### config.mk
export PLATFORM = sky130hd
export DESIGN_NAME = pov_top
export DESIGN_NICKNAME = d
export VERILOG_FILES = /design/src/pov_pkg.sv /design/src/frame_manager.sv /design/src/hub75_output.sv /design/src/pov_top.sv /design/src/rotation_tracker.sv
export SDC_FILE = /design/constraint.sdc
export NUM_CORES = 1
export LEC_CHECK = 0
export CORE_UTILIZATION = 60
export CTS_CLUSTER_DIAMETER = 200
export DETAILED_ROUTE_END_ITERATION = 6
export DONT_BUFFER_PORTS = 1
export GPL_ROUTABILITY_DRIVEN = 0
export HOLD_SLACK_MARGIN = 0.12
export PLACE_DENSITY_LB_ADDON = 0.3
export SLEW_MARGIN = 0
export SYNTH_ARGS = -nofsm -noshare
export SYNTH_HDL_FRONTEND = slang
export SYNTH_SLANG_ARGS = --single-unit
### constraint.sdc
create_clock -name sysclk -period 4.6 [get_ports sysclk]
set_clock_uncertainty 0.15 [all_clocks]
set_input_delay 0.46 -clock sysclk [delete_from_list [all_inputs] [get_ports sysclk]]
set_output_delay 0.46 -clock sysclk [all_outputs]
set_load 0.1 [all_outputs]
### src/pov_pkg.sv
`default_nettype none

package pov_pkg;

    // colour depth, one bit plane per channel bit
    localparam int CH_W    = 3;
    localparam int RGB_RES = 3 * CH_W;   // r, g, b packed in one word

    // revolution period counter, saturates at all ones
    localparam int PERIOD_W = 24;

    // image select, straight from the mode pin
    localparam logic MODE_BARS   = 1'b0;
    localparam logic MODE_SPHERE = 1'b1;

    // channel view of a pixel word
    typedef struct packed {
        logic [CH_W-1:0] r;   // upper bits
        logic [CH_W-1:0] g;
        logic [CH_W-1:0] b;   // lower bits
    } rgb_fields_t;

    // one pixel word
    // frame side writes raw, panel side picks planes out of f
    typedef union packed {
        logic [RGB_RES-1:0] raw;
        rgb_fields_t        f;
    } pixel_t;

endpackage

`default_nettype wire

### src/frame_manager.sv
`timescale 1ns/1ps
`default_nettype none

module frame_manager import pov_pkg::*; #(
    parameter int NUM_ROWS  = 64,
    parameter int SCAN_RATE = 32,   // power of two
    parameter int THETA_RES = 10
) (
    input  wire                          sysclk,
    input  wire                          arst_n,
    input  wire                          mode,          // MODE_BARS / MODE_SPHERE
    input  wire  [THETA_RES-1:0]         theta,
    input  wire                          hub75_ready,
    output pixel_t [1:0][NUM_ROWS-1:0]   columns,       // [0] upper half, [1] lower
    output logic [$clog2(SCAN_RATE)-1:0] col_num,
    output logic                         data_valid
);

    localparam int ADDR_W = $clog2(SCAN_RATE);
    localparam int ROW_W  = $clog2(NUM_ROWS);
    localparam int GRID_ROW_BITS   = 3;   // grid line every 8 rows
    localparam int GRID_THETA_BITS = 5;   // and every 32 slices

    logic                 load_req;    // build columns this cycle
    logic                 xfer;
    logic [THETA_RES-1:0] theta_scan;  // theta frozen for one scan
    logic [THETA_RES-1:0] theta_use;
    pixel_t [1:0][NUM_ROWS-1:0] next_cols;

    assign xfer = data_valid & hub75_ready;

    // address 0 opens a new scan and takes a fresh theta
    assign theta_use = (col_num == '0) ? theta : theta_scan;

    // pixel generation for both columns
    always_comb begin : build_cols
        logic [ADDR_W:0]   line_idx;
        logic [ROW_W-1:0]  row_idx;
        logic [CH_W-1:0]   red;
        logic [CH_W-1:0]   grn;
        logic [CH_W-1:0]   blu;
        logic              grid;
        for (int c = 0; c < 2; c++) begin
            for (int r = 0; r < NUM_ROWS; r++) begin
                line_idx = {1'(c), col_num};   // a, or a + SCAN_RATE
                row_idx  = ROW_W'(r);
                grid     = (row_idx[GRID_ROW_BITS-1:0] == '0) ||
                           (theta_use[GRID_THETA_BITS-1:0] == '0);
                if (mode == MODE_SPHERE) begin
                    red = grid ? '1 : '0;
                    grn = grid ? '1 : '0;
                    blu = grid ? '1 : CH_W'(1);   // white lines on dim blue
                end else begin
                    red = theta_use[CH_W-1:0];
                    grn = line_idx[CH_W-1:0];
                    blu = row_idx[CH_W-1:0];
                end
                next_cols[c][r].raw = {red, grn, blu};
            end
        end
    end

    // handshake and scan stepping
    always_ff @(posedge sysclk or negedge arst_n) begin
        if (!arst_n) begin
            load_req   <= 1'b1;   // first build right after reset
            data_valid <= 1'b0;
            col_num    <= '0;
            theta_scan <= '0;
        end else if (load_req) begin
            load_req   <= 1'b0;
            data_valid <= 1'b1;
            if (col_num == '0)
                theta_scan <= theta;   // hold for the rest of the scan
        end else if (xfer) begin
            data_valid <= 1'b0;        // one dead cycle while rebuilding
            load_req   <= 1'b1;
            col_num    <= col_num + 1'b1;   // wraps at SCAN_RATE
        end
    end

    // column registers, payload only
    always_ff @(posedge sysclk) begin
        if (load_req)
            columns <= next_cols;
    end

endmodule

`default_nettype wire

### src/hub75_output.sv
`timescale 1ns/1ps
`default_nettype none

module hub75_output import pov_pkg::*; #(
    parameter int NUM_ROWS  = 64,
    parameter int SCAN_RATE = 32,
    parameter int OE_UNIT   = 4     // plane 0 on time, cycles
) (
    input  wire                          sysclk,
    input  wire                          arst_n,
    input  wire pixel_t [1:0][NUM_ROWS-1:0] column_data,
    input  wire  [$clog2(SCAN_RATE)-1:0] col_index,
    input  wire                          tvalid,
    output logic                         tready,
    output logic [$clog2(SCAN_RATE)-1:0] addr,
    output logic [2:0]                   rgb0,        // {b, g, r}, upper half
    output logic [2:0]                   rgb1,        // {b, g, r}, lower half
    output logic                         led_latch,
    output logic                         led_output_enable_n,
    output logic                         led_clk
);

    localparam int ROW_W   = $clog2(NUM_ROWS);
    localparam int PLANE_W = $clog2(CH_W);
    localparam int DISP_W  = $clog2((OE_UNIT << (CH_W - 1)) + 1);
    localparam logic [PLANE_W-1:0] LAST_PLANE = PLANE_W'(CH_W - 1);

    // FSM states
    localparam logic [1:0] S_IDLE  = 2'd0;
    localparam logic [1:0] S_SHIFT = 2'd1;
    localparam logic [1:0] S_LATCH = 2'd2;
    localparam logic [1:0] S_DISP  = 2'd3;

    logic [1:0]         state;
    logic [ROW_W-1:0]   row_cnt;    // counts down to row 0
    logic [PLANE_W-1:0] plane;      // current bit plane
    logic [DISP_W-1:0]  disp_cnt;   // remaining on time
    pixel_t [1:0][NUM_ROWS-1:0] col_buf;
    pixel_t             pix0;
    pixel_t             pix1;

    // current pixel pair, field view picks the plane
    assign pix0 = col_buf[0][row_cnt];
    assign pix1 = col_buf[1][row_cnt];

    always_comb begin
        if (state == S_SHIFT) begin
            rgb0 = {pix0.f.b[plane], pix0.f.g[plane], pix0.f.r[plane]};
            rgb1 = {pix1.f.b[plane], pix1.f.g[plane], pix1.f.r[plane]};
        end else begin
            rgb0 = '0;   // quiet bus between shifts
            rgb1 = '0;
        end
    end

    // FSM
    always_ff @(posedge sysclk or negedge arst_n) begin
        if (!arst_n) begin
            state               <= S_IDLE;
            tready              <= 1'b1;
            addr                <= '0;
            row_cnt             <= '0;
            plane               <= '0;
            disp_cnt            <= '0;
            led_latch           <= 1'b0;
            led_output_enable_n <= 1'b1;   // dark
            led_clk             <= 1'b0;
        end else begin
            case (state)
                S_IDLE: begin
                    if (tvalid) begin
                        tready  <= 1'b0;       // busy for the whole pair
                        addr    <= col_index;
                        row_cnt <= ROW_W'(NUM_ROWS - 1);
                        plane   <= '0;
                        led_clk <= 1'b0;
                        state   <= S_SHIFT;
                    end
                end
                S_SHIFT: begin
                    if (!led_clk) begin
                        led_clk <= 1'b1;       // data settled last cycle
                    end else begin
                        led_clk <= 1'b0;
                        if (row_cnt == '0) begin
                            led_latch <= 1'b1; // whole plane shifted
                            state     <= S_LATCH;
                        end else begin
                            row_cnt <= row_cnt - 1'b1;
                        end
                    end
                end
                S_LATCH: begin
                    led_latch           <= 1'b0;
                    led_output_enable_n <= 1'b0;
                    disp_cnt            <= DISP_W'((OE_UNIT << plane) - 1);  // binary weight
                    state               <= S_DISP;
                end
                default: begin   // S_DISP
                    if (disp_cnt == '0) begin
                        led_output_enable_n <= 1'b1;
                        if (plane == LAST_PLANE) begin
                            tready <= 1'b1;
                            state  <= S_IDLE;
                        end else begin
                            plane   <= plane + 1'b1;
                            row_cnt <= ROW_W'(NUM_ROWS - 1);
                            state   <= S_SHIFT;
                        end
                    end else begin
                        disp_cnt <= disp_cnt - 1'b1;
                    end
                end
            endcase
        end
    end

    // column buffer, taken on acceptance
    always_ff @(posedge sysclk) begin
        if (state == S_IDLE && tvalid)
            col_buf <= column_data;
    end

endmodule

`default_nettype wire

### src/pov_top.sv
`timescale 1ns/1ps
`default_nettype none

module pov_top import pov_pkg::*; #(
    parameter int NUM_ROWS       = 64,
    parameter int SCAN_RATE      = 32,   // power of two
    parameter int THETA_RES      = 10,
    parameter int ROTATIONAL_RES = 256,  // power of two
    parameter int OE_UNIT        = 4
) (
    input  wire                          sysclk,
    input  wire                          arst_n,
    input  wire                          ir_tripped,   // rotor index sensor
    input  wire                          mode,         // image select
    output logic [1:0]                   led,
    output logic [$clog2(SCAN_RATE)-1:0] hub75_addr,
    output logic [2:0]                   hub75_rgb0,
    output logic [2:0]                   hub75_rgb1,
    output logic                         hub75_latch,
    output logic                         hub75_oe_n,
    output logic                         hub75_clk
);

    logic [THETA_RES-1:0]         theta;
    pixel_t [1:0][NUM_ROWS-1:0]   columns;
    logic [$clog2(SCAN_RATE)-1:0] col_num;
    logic                         data_valid;
    logic                         hub75_ready;

    assign led[1] = 1'b0;   // spare led off

    rotation_tracker #(
        .THETA_RES      (THETA_RES),
        .ROTATIONAL_RES (ROTATIONAL_RES)
    ) u_tracker (
        .sysclk     (sysclk),
        .arst_n     (arst_n),
        .ir_tripped (ir_tripped),
        .theta      (theta),
        .ir_led     (led[0])
    );

    frame_manager #(
        .NUM_ROWS  (NUM_ROWS),
        .SCAN_RATE (SCAN_RATE),
        .THETA_RES (THETA_RES)
    ) u_frame (
        .sysclk      (sysclk),
        .arst_n      (arst_n),
        .mode        (mode),
        .theta       (theta),
        .hub75_ready (hub75_ready),
        .columns     (columns),
        .col_num     (col_num),
        .data_valid  (data_valid)
    );

    hub75_output #(
        .NUM_ROWS  (NUM_ROWS),
        .SCAN_RATE (SCAN_RATE),
        .OE_UNIT   (OE_UNIT)
    ) u_hub75 (
        .sysclk              (sysclk),
        .arst_n              (arst_n),
        .column_data         (columns),
        .col_index           (col_num),
        .tvalid              (data_valid),
        .tready              (hub75_ready),
        .addr                (hub75_addr),
        .rgb0                (hub75_rgb0),
        .rgb1                (hub75_rgb1),
        .led_latch           (hub75_latch),
        .led_output_enable_n (hub75_oe_n),
        .led_clk             (hub75_clk)
    );

endmodule

`default_nettype wire

### src/rotation_tracker.sv
`timescale 1ns/1ps
`default_nettype none

module rotation_tracker import pov_pkg::*; #(
    parameter int THETA_RES      = 10,
    parameter int ROTATIONAL_RES = 256   // power of two
) (
    input  wire                  sysclk,
    input  wire                  arst_n,
    input  wire                  ir_tripped,   // async, from the rotor sensor
    output logic [THETA_RES-1:0] theta,
    output logic                 ir_led
);

    localparam int SLICE_SHIFT = $clog2(ROTATIONAL_RES);
    localparam logic [THETA_RES-1:0] THETA_MAX = THETA_RES'(ROTATIONAL_RES - 1);

    logic                ir_meta;         // first sync stage
    logic                ir_sync;         // second sync stage
    logic                ir_prev;         // for edge detect
    logic                index_pulse;     // one cycle per revolution
    logic                armed;           // first index seen
    logic [PERIOD_W-1:0] period_cnt;      // cycles since last index
    logic [PERIOD_W-1:0] period_latched;  // last full revolution
    logic [PERIOD_W-1:0] slice_len;
    logic [PERIOD_W-1:0] slice_cnt;

    // two flop synchroniser
    always_ff @(posedge sysclk or negedge arst_n) begin
        if (!arst_n) begin
            ir_meta <= 1'b0;
            ir_sync <= 1'b0;
            ir_prev <= 1'b0;
        end else begin
            ir_meta <= ir_tripped;
            ir_sync <= ir_meta;
            ir_prev <= ir_sync;
        end
    end

    assign index_pulse = ir_sync & ~ir_prev;   // rising edge only
    assign ir_led      = ir_sync;              // status mirror

    // period measurement
    // count from reset to the first pulse is only a partial turn, so skip it
    always_ff @(posedge sysclk or negedge arst_n) begin
        if (!arst_n) begin
            period_cnt     <= '0;
            period_latched <= '0;
            armed          <= 1'b0;
        end else if (index_pulse) begin
            period_cnt <= '0;
            armed      <= 1'b1;
            if (armed)
                period_latched <= period_cnt;
        end else if (period_cnt != '1) begin
            period_cnt <= period_cnt + 1'b1;   // saturate on a stalled rotor
        end
    end

    // equal slices by shift
    assign slice_len = period_latched >> SLICE_SHIFT;

    // slice counter and angle index
    always_ff @(posedge sysclk or negedge arst_n) begin
        if (!arst_n) begin
            slice_cnt <= '0;
            theta     <= '0;
        end else if (index_pulse) begin
            slice_cnt <= '0;
            theta     <= '0;                   // back to the index angle
        end else if (slice_len == '0) begin
            slice_cnt <= '0;                   // no period yet, hold at 0
            theta     <= '0;
        end else if (slice_cnt == slice_len - 1'b1) begin
            slice_cnt <= '0;
            if (theta != THETA_MAX)
                theta <= theta + 1'b1;         // stop at last slice
        end else begin
            slice_cnt <= slice_cnt + 1'b1;
        end
    end

endmodule

`default_nettype wire

======== After elaboration in Yosys (flattened, before gate mapping) ========
Cells that the tools add are included.
storage, ports and cells
  register bits ........................... 230
  output and inout port bits .............. 16
operators by class
  magnitude comparators ................... 2
  bitwise operators ....................... 7
  reductions and logical operators ........ 32
  equal/unequal tests ..................... 13
  multiplexer cells ....................... 57
  shifts and indexed selects .............. 1
  add/sub/neg operators ................... 9
operators by type and width
  kind                     count
  $mux W24                 5
  $bmux W9 S6              1
  $add A24 B1 Y24 const B  2
  $mux W10                 4
  $mux W6                  5
  $eq A24 B24 Y1           1
  $logic_not A24 Y1        1
  $ne A24 B24 Y1 const B   1
  $mux W3                  6
  $pmux W6 S3              1
  $sub A16 B1 Y17 const B  1
  $logic_not A5 Y1         3
  $mux W1                  15
  $mux W2                  7
  $reduce_and A2 Y1        7
  $reduce_bool A2 Y1       7
  $reduce_and A4 Y1        3
  $add A10 B1 Y10 const B  1
  $mux W5                  2
  $ne A10 B8 Y1 const B    1
  $ne A2 B2 Y1 const B     5
  $pmux W5 S2              1
  $mux W9                  1
  $reduce_bool A3 Y1       3
  other kinds (25)         37

======== Longest topological paths before layout ========
Gate-level depths: netlist (run 1).
  word-level depth ........................ 5
  depth in mapped cells ................... 12
  depth with buffers taken out ............ 9

======== Modules after synthesis ========
From an unflattened synthesis (run 1), not the netlist that was laid out.
second synthesis, totals
  cell total of the unflattened synthesis .. 3699
  area, all modules ....................... 59220.5 sq um
by module, submodules not included
  module            instances  area an instance (sq um)  seq. area each (sq um)  cells each
  hub75_output      1          45331.0                   35196.3                 2046
  frame_manager     1          9683.0                    782.0                   1216
  rotation_tracker  1          4195.3                    1951.9                  435
  pov_top           1          11.3                      0.0                     2

======== Worst setup path before layout (run 1) ========
OpenSTA, ideal clock, no wires.
  path kind ............................... register -> output
  from .................................... register u_hub75.state[1]
  to ...................................... output port hub75_rgb1[2]
  arrival time ............................ 3.729 ns
  slack ................................... 0.261 ns
  path buffers ............................ 2
  cell stages (with the launch flop) ...... 7
  path through ............................ dfrtp_1 inv_1 ha_1 clkbuf_1 o2111ai_1 nor3_1 buf_4
on the way
  longest elaborated chain between the ends .. 2
ends and longest elaborated chain
  element                 line                RTL
  start, declared         hub75_output.sv:34  logic [1:0] state;
  start signal, assigned  hub75_output.sv:59  state <= S_IDLE;
  start signal, assigned  hub75_output.sv:77  state <= S_SHIFT;
  start signal, assigned  hub75_output.sv:87  state <= S_LATCH;
  $eq A2 B1 Y1            hub75_output.sv:47  if (state == S_SHIFT) begin
  $mux W3                 hub75_output.sv:47
  end, declared           pov_top.sv:18       output logic [2:0] hub75_rgb1,
Every way passes these cells.

======== Final worst setup path (run 1) ========
  from .................................... register u_hub75.row_cnt[2]
  to ...................................... output port hub75_rgb1[1]
on the way
  longest elaborated chain between the ends .. 5
ends and longest elaborated chain
  element                        line                 RTL
  start, declared                hub75_output.sv:35   logic [ROW_W-1:0] row_cnt;
  start signal, assigned         hub75_output.sv:74   row_cnt <= ROW_W'(NUM_ROWS - 1);
  start signal, assigned         hub75_output.sv:89   row_cnt <= row_cnt - 1'b1;
  start signal, assigned         hub75_output.sv:107  row_cnt <= ROW_W'(NUM_ROWS - 1);
  $bmux W9 S6                    n/a
  $mux W9 (not written as such)  hub75_output.sv:44   assign pix1 = col_buf[1][row_cnt];
  $bmux W1 S2                    hub75_output.sv:49   rgb1 = {pix1.f.b[plane], pix1.f.g[plane], pix1.f.r[plane]};
  $mux W1                        n/a
  $mux W3                        hub75_output.sv:47
Every way passes these cells. The select of a mux whose other input is x is not followed.

==> flow_summary.toml, run 1 <==
[outcome]
outcome = "complete, no violations"

[drt]
drtIter0Drc = 425
num_vias = 5324
drt_first_pass_iters = 6
drc = 0
post_drt_wl_per_cell_um = 16.3
ant_nets = 0
routed_via_density = 5.92
routed_wl_um = 14700

[finish]
regArea_um2 = 3820
final_area_um2 = 8320
drive_gt1_share_pct = 11.4
n_antenna_cell = 0
area_growth_pct = 11.7
multiInputGateArea_um2 = 3390
fillers = 847
nNetsFinal = 741

[grt]
gr-usage-met1_pct = 28.6
grt_pass1_vias = 5413
grt_usage_pct = 25.1
grt_antenna_before_repair = 0
gr-max-usage-layer = "met2"
overflow = 0
met2_usage_pct = 44.7
grtUsageMet3_pct = 6.22
grt_pass1_wl_um = 25100
grt_max_degree = 115

[logic_synthesis]
synth_edf_count = 32
ys_seq_elements = 146
syn-num-nets = 737
syn_area_um2 = 7450
ys_warn_count = 0
netlist_instances = 714
syn_area_per_cell_um2 = 10.4
synth_top_area_share_pct = 37.3
yosysMostFrequentCell = "dfrtp_1"
synthFlopType = "dfrtp_1"
yosys-top-cells-count = "dfrtp_1, nor2_1, nand2_1, o21ai_0, xnor2_1"
ys_types = 65
postSynth.asyncResetShare_pct = 78.1
ys_seq_area_share_pct = 51.3
synthTopCellsByArea = "dfrtp_1, edfxtp_1, xnor2_1, nor2_1, xor2_1"
synth.largest_area_cell = "dfrtp_1"

[sta]
timing.final.crit_share_pct = 73.5
max_freq_mhz = 296
finalHoldViolCount = 0
worst_pin_slew_ps = 998
setup_violations = 0
rsz0062_at_grt = "no"
maxSlewHeadroom_pct = 32.5
final.setup.tns_ps = 0
period_needed_ps = 3380
slew_violations = 0

[floorplan]
core.rowCount = 40
initial_core_util_pct = 61.8
die_x_um = 113
dieHeight_um = 113
io_pins = 20
core_um2 = 12100
dieArea_um2 = 12900

[worst_setup_path]
end_kind = "primary output"
cp-start-kind = "flop"
worstPathMaxFanout = 8
ff2ff_setup_slack_ps = 1290
criticalPathCategory = "flop to primary output"
cp.required_ps = 3990
worstPathCellList = "inv_1, nand3_1, mux4_2, nand2_1, o21ai_0, and2_2"
critPathMaxStageDelay_ps = 850
critPathTopFamily = "simple AND/OR/NAND/NOR gates"
cp_slowest_cell = "and2_2"
crit_buf_inv = 1
worstPathArrival_ps = 2770

[hold_path]
worstHoldPathType = "flop to flop"

[clock_tree]
postCtsResizedCells = 0
cts_buffers = 17
h-tree-depth = 4
insertion_delay_ps = 430
cts_tree = "yes"
clk_path_buf_depth = 2
cts_setup_buffers = 0
cts.sinks = 146
ctsRootBufferMaster = "clkbuf_16"
path_clk_slew_ps = 60

[power]
switching_power_uw = 596
p_clk_share_pct = 51.7
p_seq_share_pct = 45.7
power.internal_mw = 2.36
p_sw_share_pct = 20.1
pwr-share-comb_pct = 2.6
p_leak_nw = 3.56
ir_drop_mv = 0.333
power.density_nw_per_um2 = 356

[place]
dpl.hpwl_um = 9550
io_buffers = 0
placed_area_um2 = 7600

[job]
drv_cap = 0
[logic make-up after synthesis]
logic type	Yosys count	synth area share (%)
AO/OA/AOI/OAI	96	7.98
other	1	0.0503
multiplexers	35	5.39
flip-flops	146	51.3
buffers and inverters	55	3.29
adder cells (fa/ha/maj)	19	3.19
XOR/XNOR	63	7.41
AND/OR/NAND/NOR	299	21.4
[power by group through the flow]
stage,Clock [mW],Combinational [mW],Sequential [mW]
6_report,1.53,0.0759,1.35
4_1_cts,1.54,0.0772,1.35
3_3_place_gp,0,0.0431,1.37
2_1_floorplan,0,0.0439,1.37
5_1_grt,1.60,0.0884,1.35
3_5_place_dp,0,0.0481,1.38
[cells in the final DEF, fill, tap and decap left out, types with 18 or more instances in the layout]
master	instances
inv_1	31
nand2_1	58
edfxtp_1	32
xnor2_1	35
o21ai_0	36
clkbuf_16	18
a21oi_1	22
nor2_1	79
nor3_1	21
ha_1	19
dfrtp_1	111
xor2_1	28
mux2_2	21
nand3_1	30
[per-stage QoR]
stage	cells	hold slack, ps	total power [mW]	utilization [%]	setup slack (ps)
2_1_floorplan	714	14.4	1.41	-	261
3_3_place_gp	862	19.3	1.42	63.0	1550
3_5_place_dp	862	18.3	1.42	63.0	1450
4_1_cts	898	120	2.98	68.9	1210
5_1_grt	899	216	3.04	69.0	1050
6_report	899	208	2.96	69.0	1220
[metal layers]
metal,up-vias,share of wire (%)
met4,0,2.5
met3,35,3.3
met5,-,0
met1,2629,41
met2,116,53
li1,2544,-
[worst paths after layout]
path                                                           from                             end  depth (start not counted)
max                                  u_hub75.row_cnt[2]$_DFFE_PN0P_                   hub75_rgb1[1]                          6
min                                     u_tracker.ir_meta$_DFF_PN0_      u_tracker.ir_led$_DFF_PN0_                          0
max reg2reg                u_tracker.period_latched[10]$_DFFE_PN0P_  u_tracker.theta[4]$_DFFE_PN0P_                          7
min reg2reg                             u_tracker.ir_meta$_DFF_PN0_      u_tracker.ir_led$_DFF_PN0_                          0
max in group asynchronous                                    arst_n     u_hub75.addr[0]$_DFFE_PN0P_                          2
min in group asynchronous                                    arst_n  u_hub75.row_cnt[1]$_DFFE_PN0P_                          2
[sequential cells by signal, indices dropped and copies added, names as in the netlist, 2 cells and up]
register and flops:
u_tracker.theta 10, u_hub75.state 2, u_frame.col_num 5, u_hub75.plane 2
u_tracker.period_cnt 24, u_hub75.addr 5, u_hub75.disp_cnt 5, u_frame.columns 16
u_tracker.period_latched 16, u_hub75.row_cnt 6, u_tracker.slice_cnt 24, u_frame.theta_scan 5
u_hub75.col_buf 16
[area by class of cell]
type / instances / area share [%]
timing repair buffer: 9 / 1.62
multi-input combinational: 513 / 40.8
clock inverter: 14 / 2.62
tap: 168 / 2.53
clock buffer: 18 / 5.16
inverter: 31 / 1.40
sequential: 146 / 45.9
[what timing repair did]
item,in CTS,in global routing
endpoints found under the setup margin,0,0
endpoints found under the hold margin,129,1
hold buffers,4,1
Note: power is estimated with default switching activity, not from simulation.
==> run 2: changes to the inputs <==
ABC_AREA = 1   (was default)
clock period = 3.4 ns   (was 4.6 ns; I/O delays follow)
==> flow_summary.toml, run 2 <==
[outcome]
outcome = "complete, no violations"

[logic_synthesis]
yosysMostFrequentCell = "nand2_1"
ys_seq_area_share_pct = 49.8
synthFlopType = "dfrtp_1"
postSynth.asyncResetShare_pct = 78.1
synth.largest_area_cell = "dfrtp_1"
synth_top_area_share_pct = 36.3
syn_area_per_cell_um2 = 8.25
ys_warn_count = 0
ys_types = 45
netlist_instances = 929
ys_seq_elements = 146
synthTopCellsByArea = "dfrtp_1, edfxtp_1, nand2_1, inv_1, o21ai_0"
syn-num-nets = 952
synth_edf_count = 32
yosys-top-cells-count = "nand2_1, inv_1, dfrtp_1, nor2_1, o21ai_0"
syn_area_um2 = 7660

[clock_tree]
h-tree-depth = 4
postCtsResizedCells = 0
cts_setup_buffers = 0
cts_tree = "yes"
clk_path_buf_depth = 2
insertion_delay_ps = 430
path_clk_slew_ps = 60
cts_buffers = 17
cts.sinks = 146
ctsRootBufferMaster = "clkbuf_16"

[grt]
grt_pass1_wl_um = 26700
grt_usage_pct = 25.9
grt_pass1_vias = 5833
grt_antenna_before_repair = 0
grt_max_degree = 115
overflow = 0

[finish]
largestRegisters = "u_tracker.period_cnt: 24 flops, u_tracker.slice_cnt: 24 flops"
drive_gt1_share_pct = 6.99
final_cell_mix = "nand2_1, inv_1, dfrtp_1"
mostFrequentLayoutCell = "nand2_1"
fillers = 961
area_growth_pct = 12.1
fin_cells = 1126
n_antenna_cell = 0
nNetsFinal = 968

[sta]
timing.final.crit_share_pct = 89.3
finalHoldViolCount = 0
max_freq_mhz = 329
setup_violations = 0
worst_pin_slew_ps = 919
slew_violations = 0
maxSlewHeadroom_pct = 38.8
period_needed_ps = 3040
final.setup.tns_ps = 0
rsz0062_at_grt = "no"

[power]
power_mw = 4.02
p_seq_share_pct = 46.0
p_clk_share_pct = 48.2
p_sw_share_pct = 23.0
pwr-share-comb_pct = 5.8
switching_power_uw = 927
power.internal_mw = 3.09
ir_drop_mv = 0.579
p_leak_nw = 3.89
power.density_nw_per_um2 = 468

[place]
io_buffers = 0
dp.cells = 1090
dpl.hpwl_um = 10500

[floorplan]
die_x_um = 115
core.rowCount = 40
core_um2 = 12200
dieHeight_um = 115
io_pins = 20
initial_core_util_pct = 62.7
dieArea_um2 = 13200

[drt]
drt_first_pass_iters = 5
num_vias = 6064
post_drt_wl_per_cell_um = 13.7
routed_via_density = 5.39
ant_nets = 0
drtIter0Drc = 389
drc = 0
routed_wl_um = 15400

[worst_setup_path]
critPathMaxStageDelay_ps = 580
cp.required_ps = 2910
cp-start-kind = "flop"
ff2ff_setup_slack_ps = 750
worstPathCellList = "nor3_1, inv_1, o21ai_0, a21oi_4, buf_4"
criticalPathCategory = "flop to primary output"
worstPathMaxFanout = 9
cp_slowest_cell = "nor3_1"
end_kind = "primary output"
worstPathArrival_ps = 2550

[hold_path]
worstHoldPathType = "input port to flop"

[job]
drv_cap = 0
-- run 2: changes by cell type in the layout (fill, tap and decap cells not counted), sizes merged, moves of 23 or more --
cell,delta
nand2,+152
inv,+94
nand3,+23
nor2,+36
xnor2,-23
o21ai,+45
-- run 2: cells by family (layout without fill, tap and decap cells) --
kind of cell               Yosys count  after routing  synth area share, %
AOI/OAI and AO/OA                  136            136                 9.47
xor gates and xnor gates            36             36                 4.11
adders and majority gates           19             19                 3.10
buffers and inverters              137            166                 7.17
DFF                                146            146                 49.8
muxes                                4              4                0.571
other                                1              1               0.0489
and+or+nand+nor                    450            450                 25.7
-- run 2: path summary, 6_finish.rpt --
| path | start | end | depth (start not counted) |
|---|---|---|---|
| max | u_hub75.row_cnt[0]$_DFFE_PN0P_ | hub75_rgb1[0] | 5 |
| min | mode | u_frame.columns[19]$_SDFFCE_PN1P_ | 2 |
| max reg2reg | u_tracker.period_latched[8]$_DFFE_PN0P_ | u_tracker.theta[2]$_DFFE_PN0P_ | 15 |
| min reg2reg | u_tracker.ir_meta$_DFF_PN0_ | u_tracker.ir_led$_DFF_PN0_ | 0 |
| max in group asynchronous | arst_n | u_frame.load_req$_DFF_PN1_ | 2 |
| min in group asynchronous | arst_n | u_tracker.slice_cnt[7]$_DFF_PN0_ | 2 |
-- run 2: through the flow --
stage | worst slack [ps] | hold WS [ps] | instance area (um2) | util [%]
4_1_cts | 375 | 123 | 8590 | 70.3
6_report | 363 | 138 | 8590 | 70.3
3_3_place_gp | 818 | -99.6 | 7920 | 64.8
5_1_grt | 161 | 141 | 8590 | 70.3
2_1_floorplan | -210 | -106 | 7680 | -
3_5_place_dp | 740 | -99.4 | 7920 | 64.8
-- run 2: worst max-delay path, delay by kind of cell (launching register included) --
kind,cells,cell delay [ps]
flip-flops,1,400
AO/OA/AOI/OAI,2,490
AND/OR/NAND/NOR,1,580
buffers and inverters,2,640
-- run 2: final cells by class --
type                            instances  area, um2  share of cell area, %
Multi-Input combinational cell        646       3330                   38.8
Tap cell                              168        210                   2.45
Inverter                              122        458                   5.33
Timing Repair Buffer                   12        158                   1.84
Clock buffer                           21        462                   5.38
Clock inverter                         11        149                   1.73
Sequential cell                       146       3820                   44.5
-- run 2: repair_timing --
action | in CTS | in global routing
endpoints found under the setup margin | 0 | 0
hold endpoints to repair | 130 | 0
hold buffers | 4 | 0
-- run 2: routing by layer --
layer  vias to the layer above  share of wire, %  global-route usage [%]  routed length [um]
met1                      2863                49                    35.4                7520
met2                       108                46                    41.2                7010
met3                        20               4.1                    6.64                 631
met4                         0               1.4                    7.53                 211
li1                       3073                 -                       -                   -
met5                         -                 0                       0                   0
-- run 2: power groups by stage --
stage	sequential [mW]	clock [mW]	combinational [mW]
floorplan	1.88	0	0.168
global placement	1.88	0	0.192
detailed placement	1.88	0	0.199
CTS	1.85	1.96	0.236
global route	1.85	2.03	0.271
finish	1.85	1.94	0.233
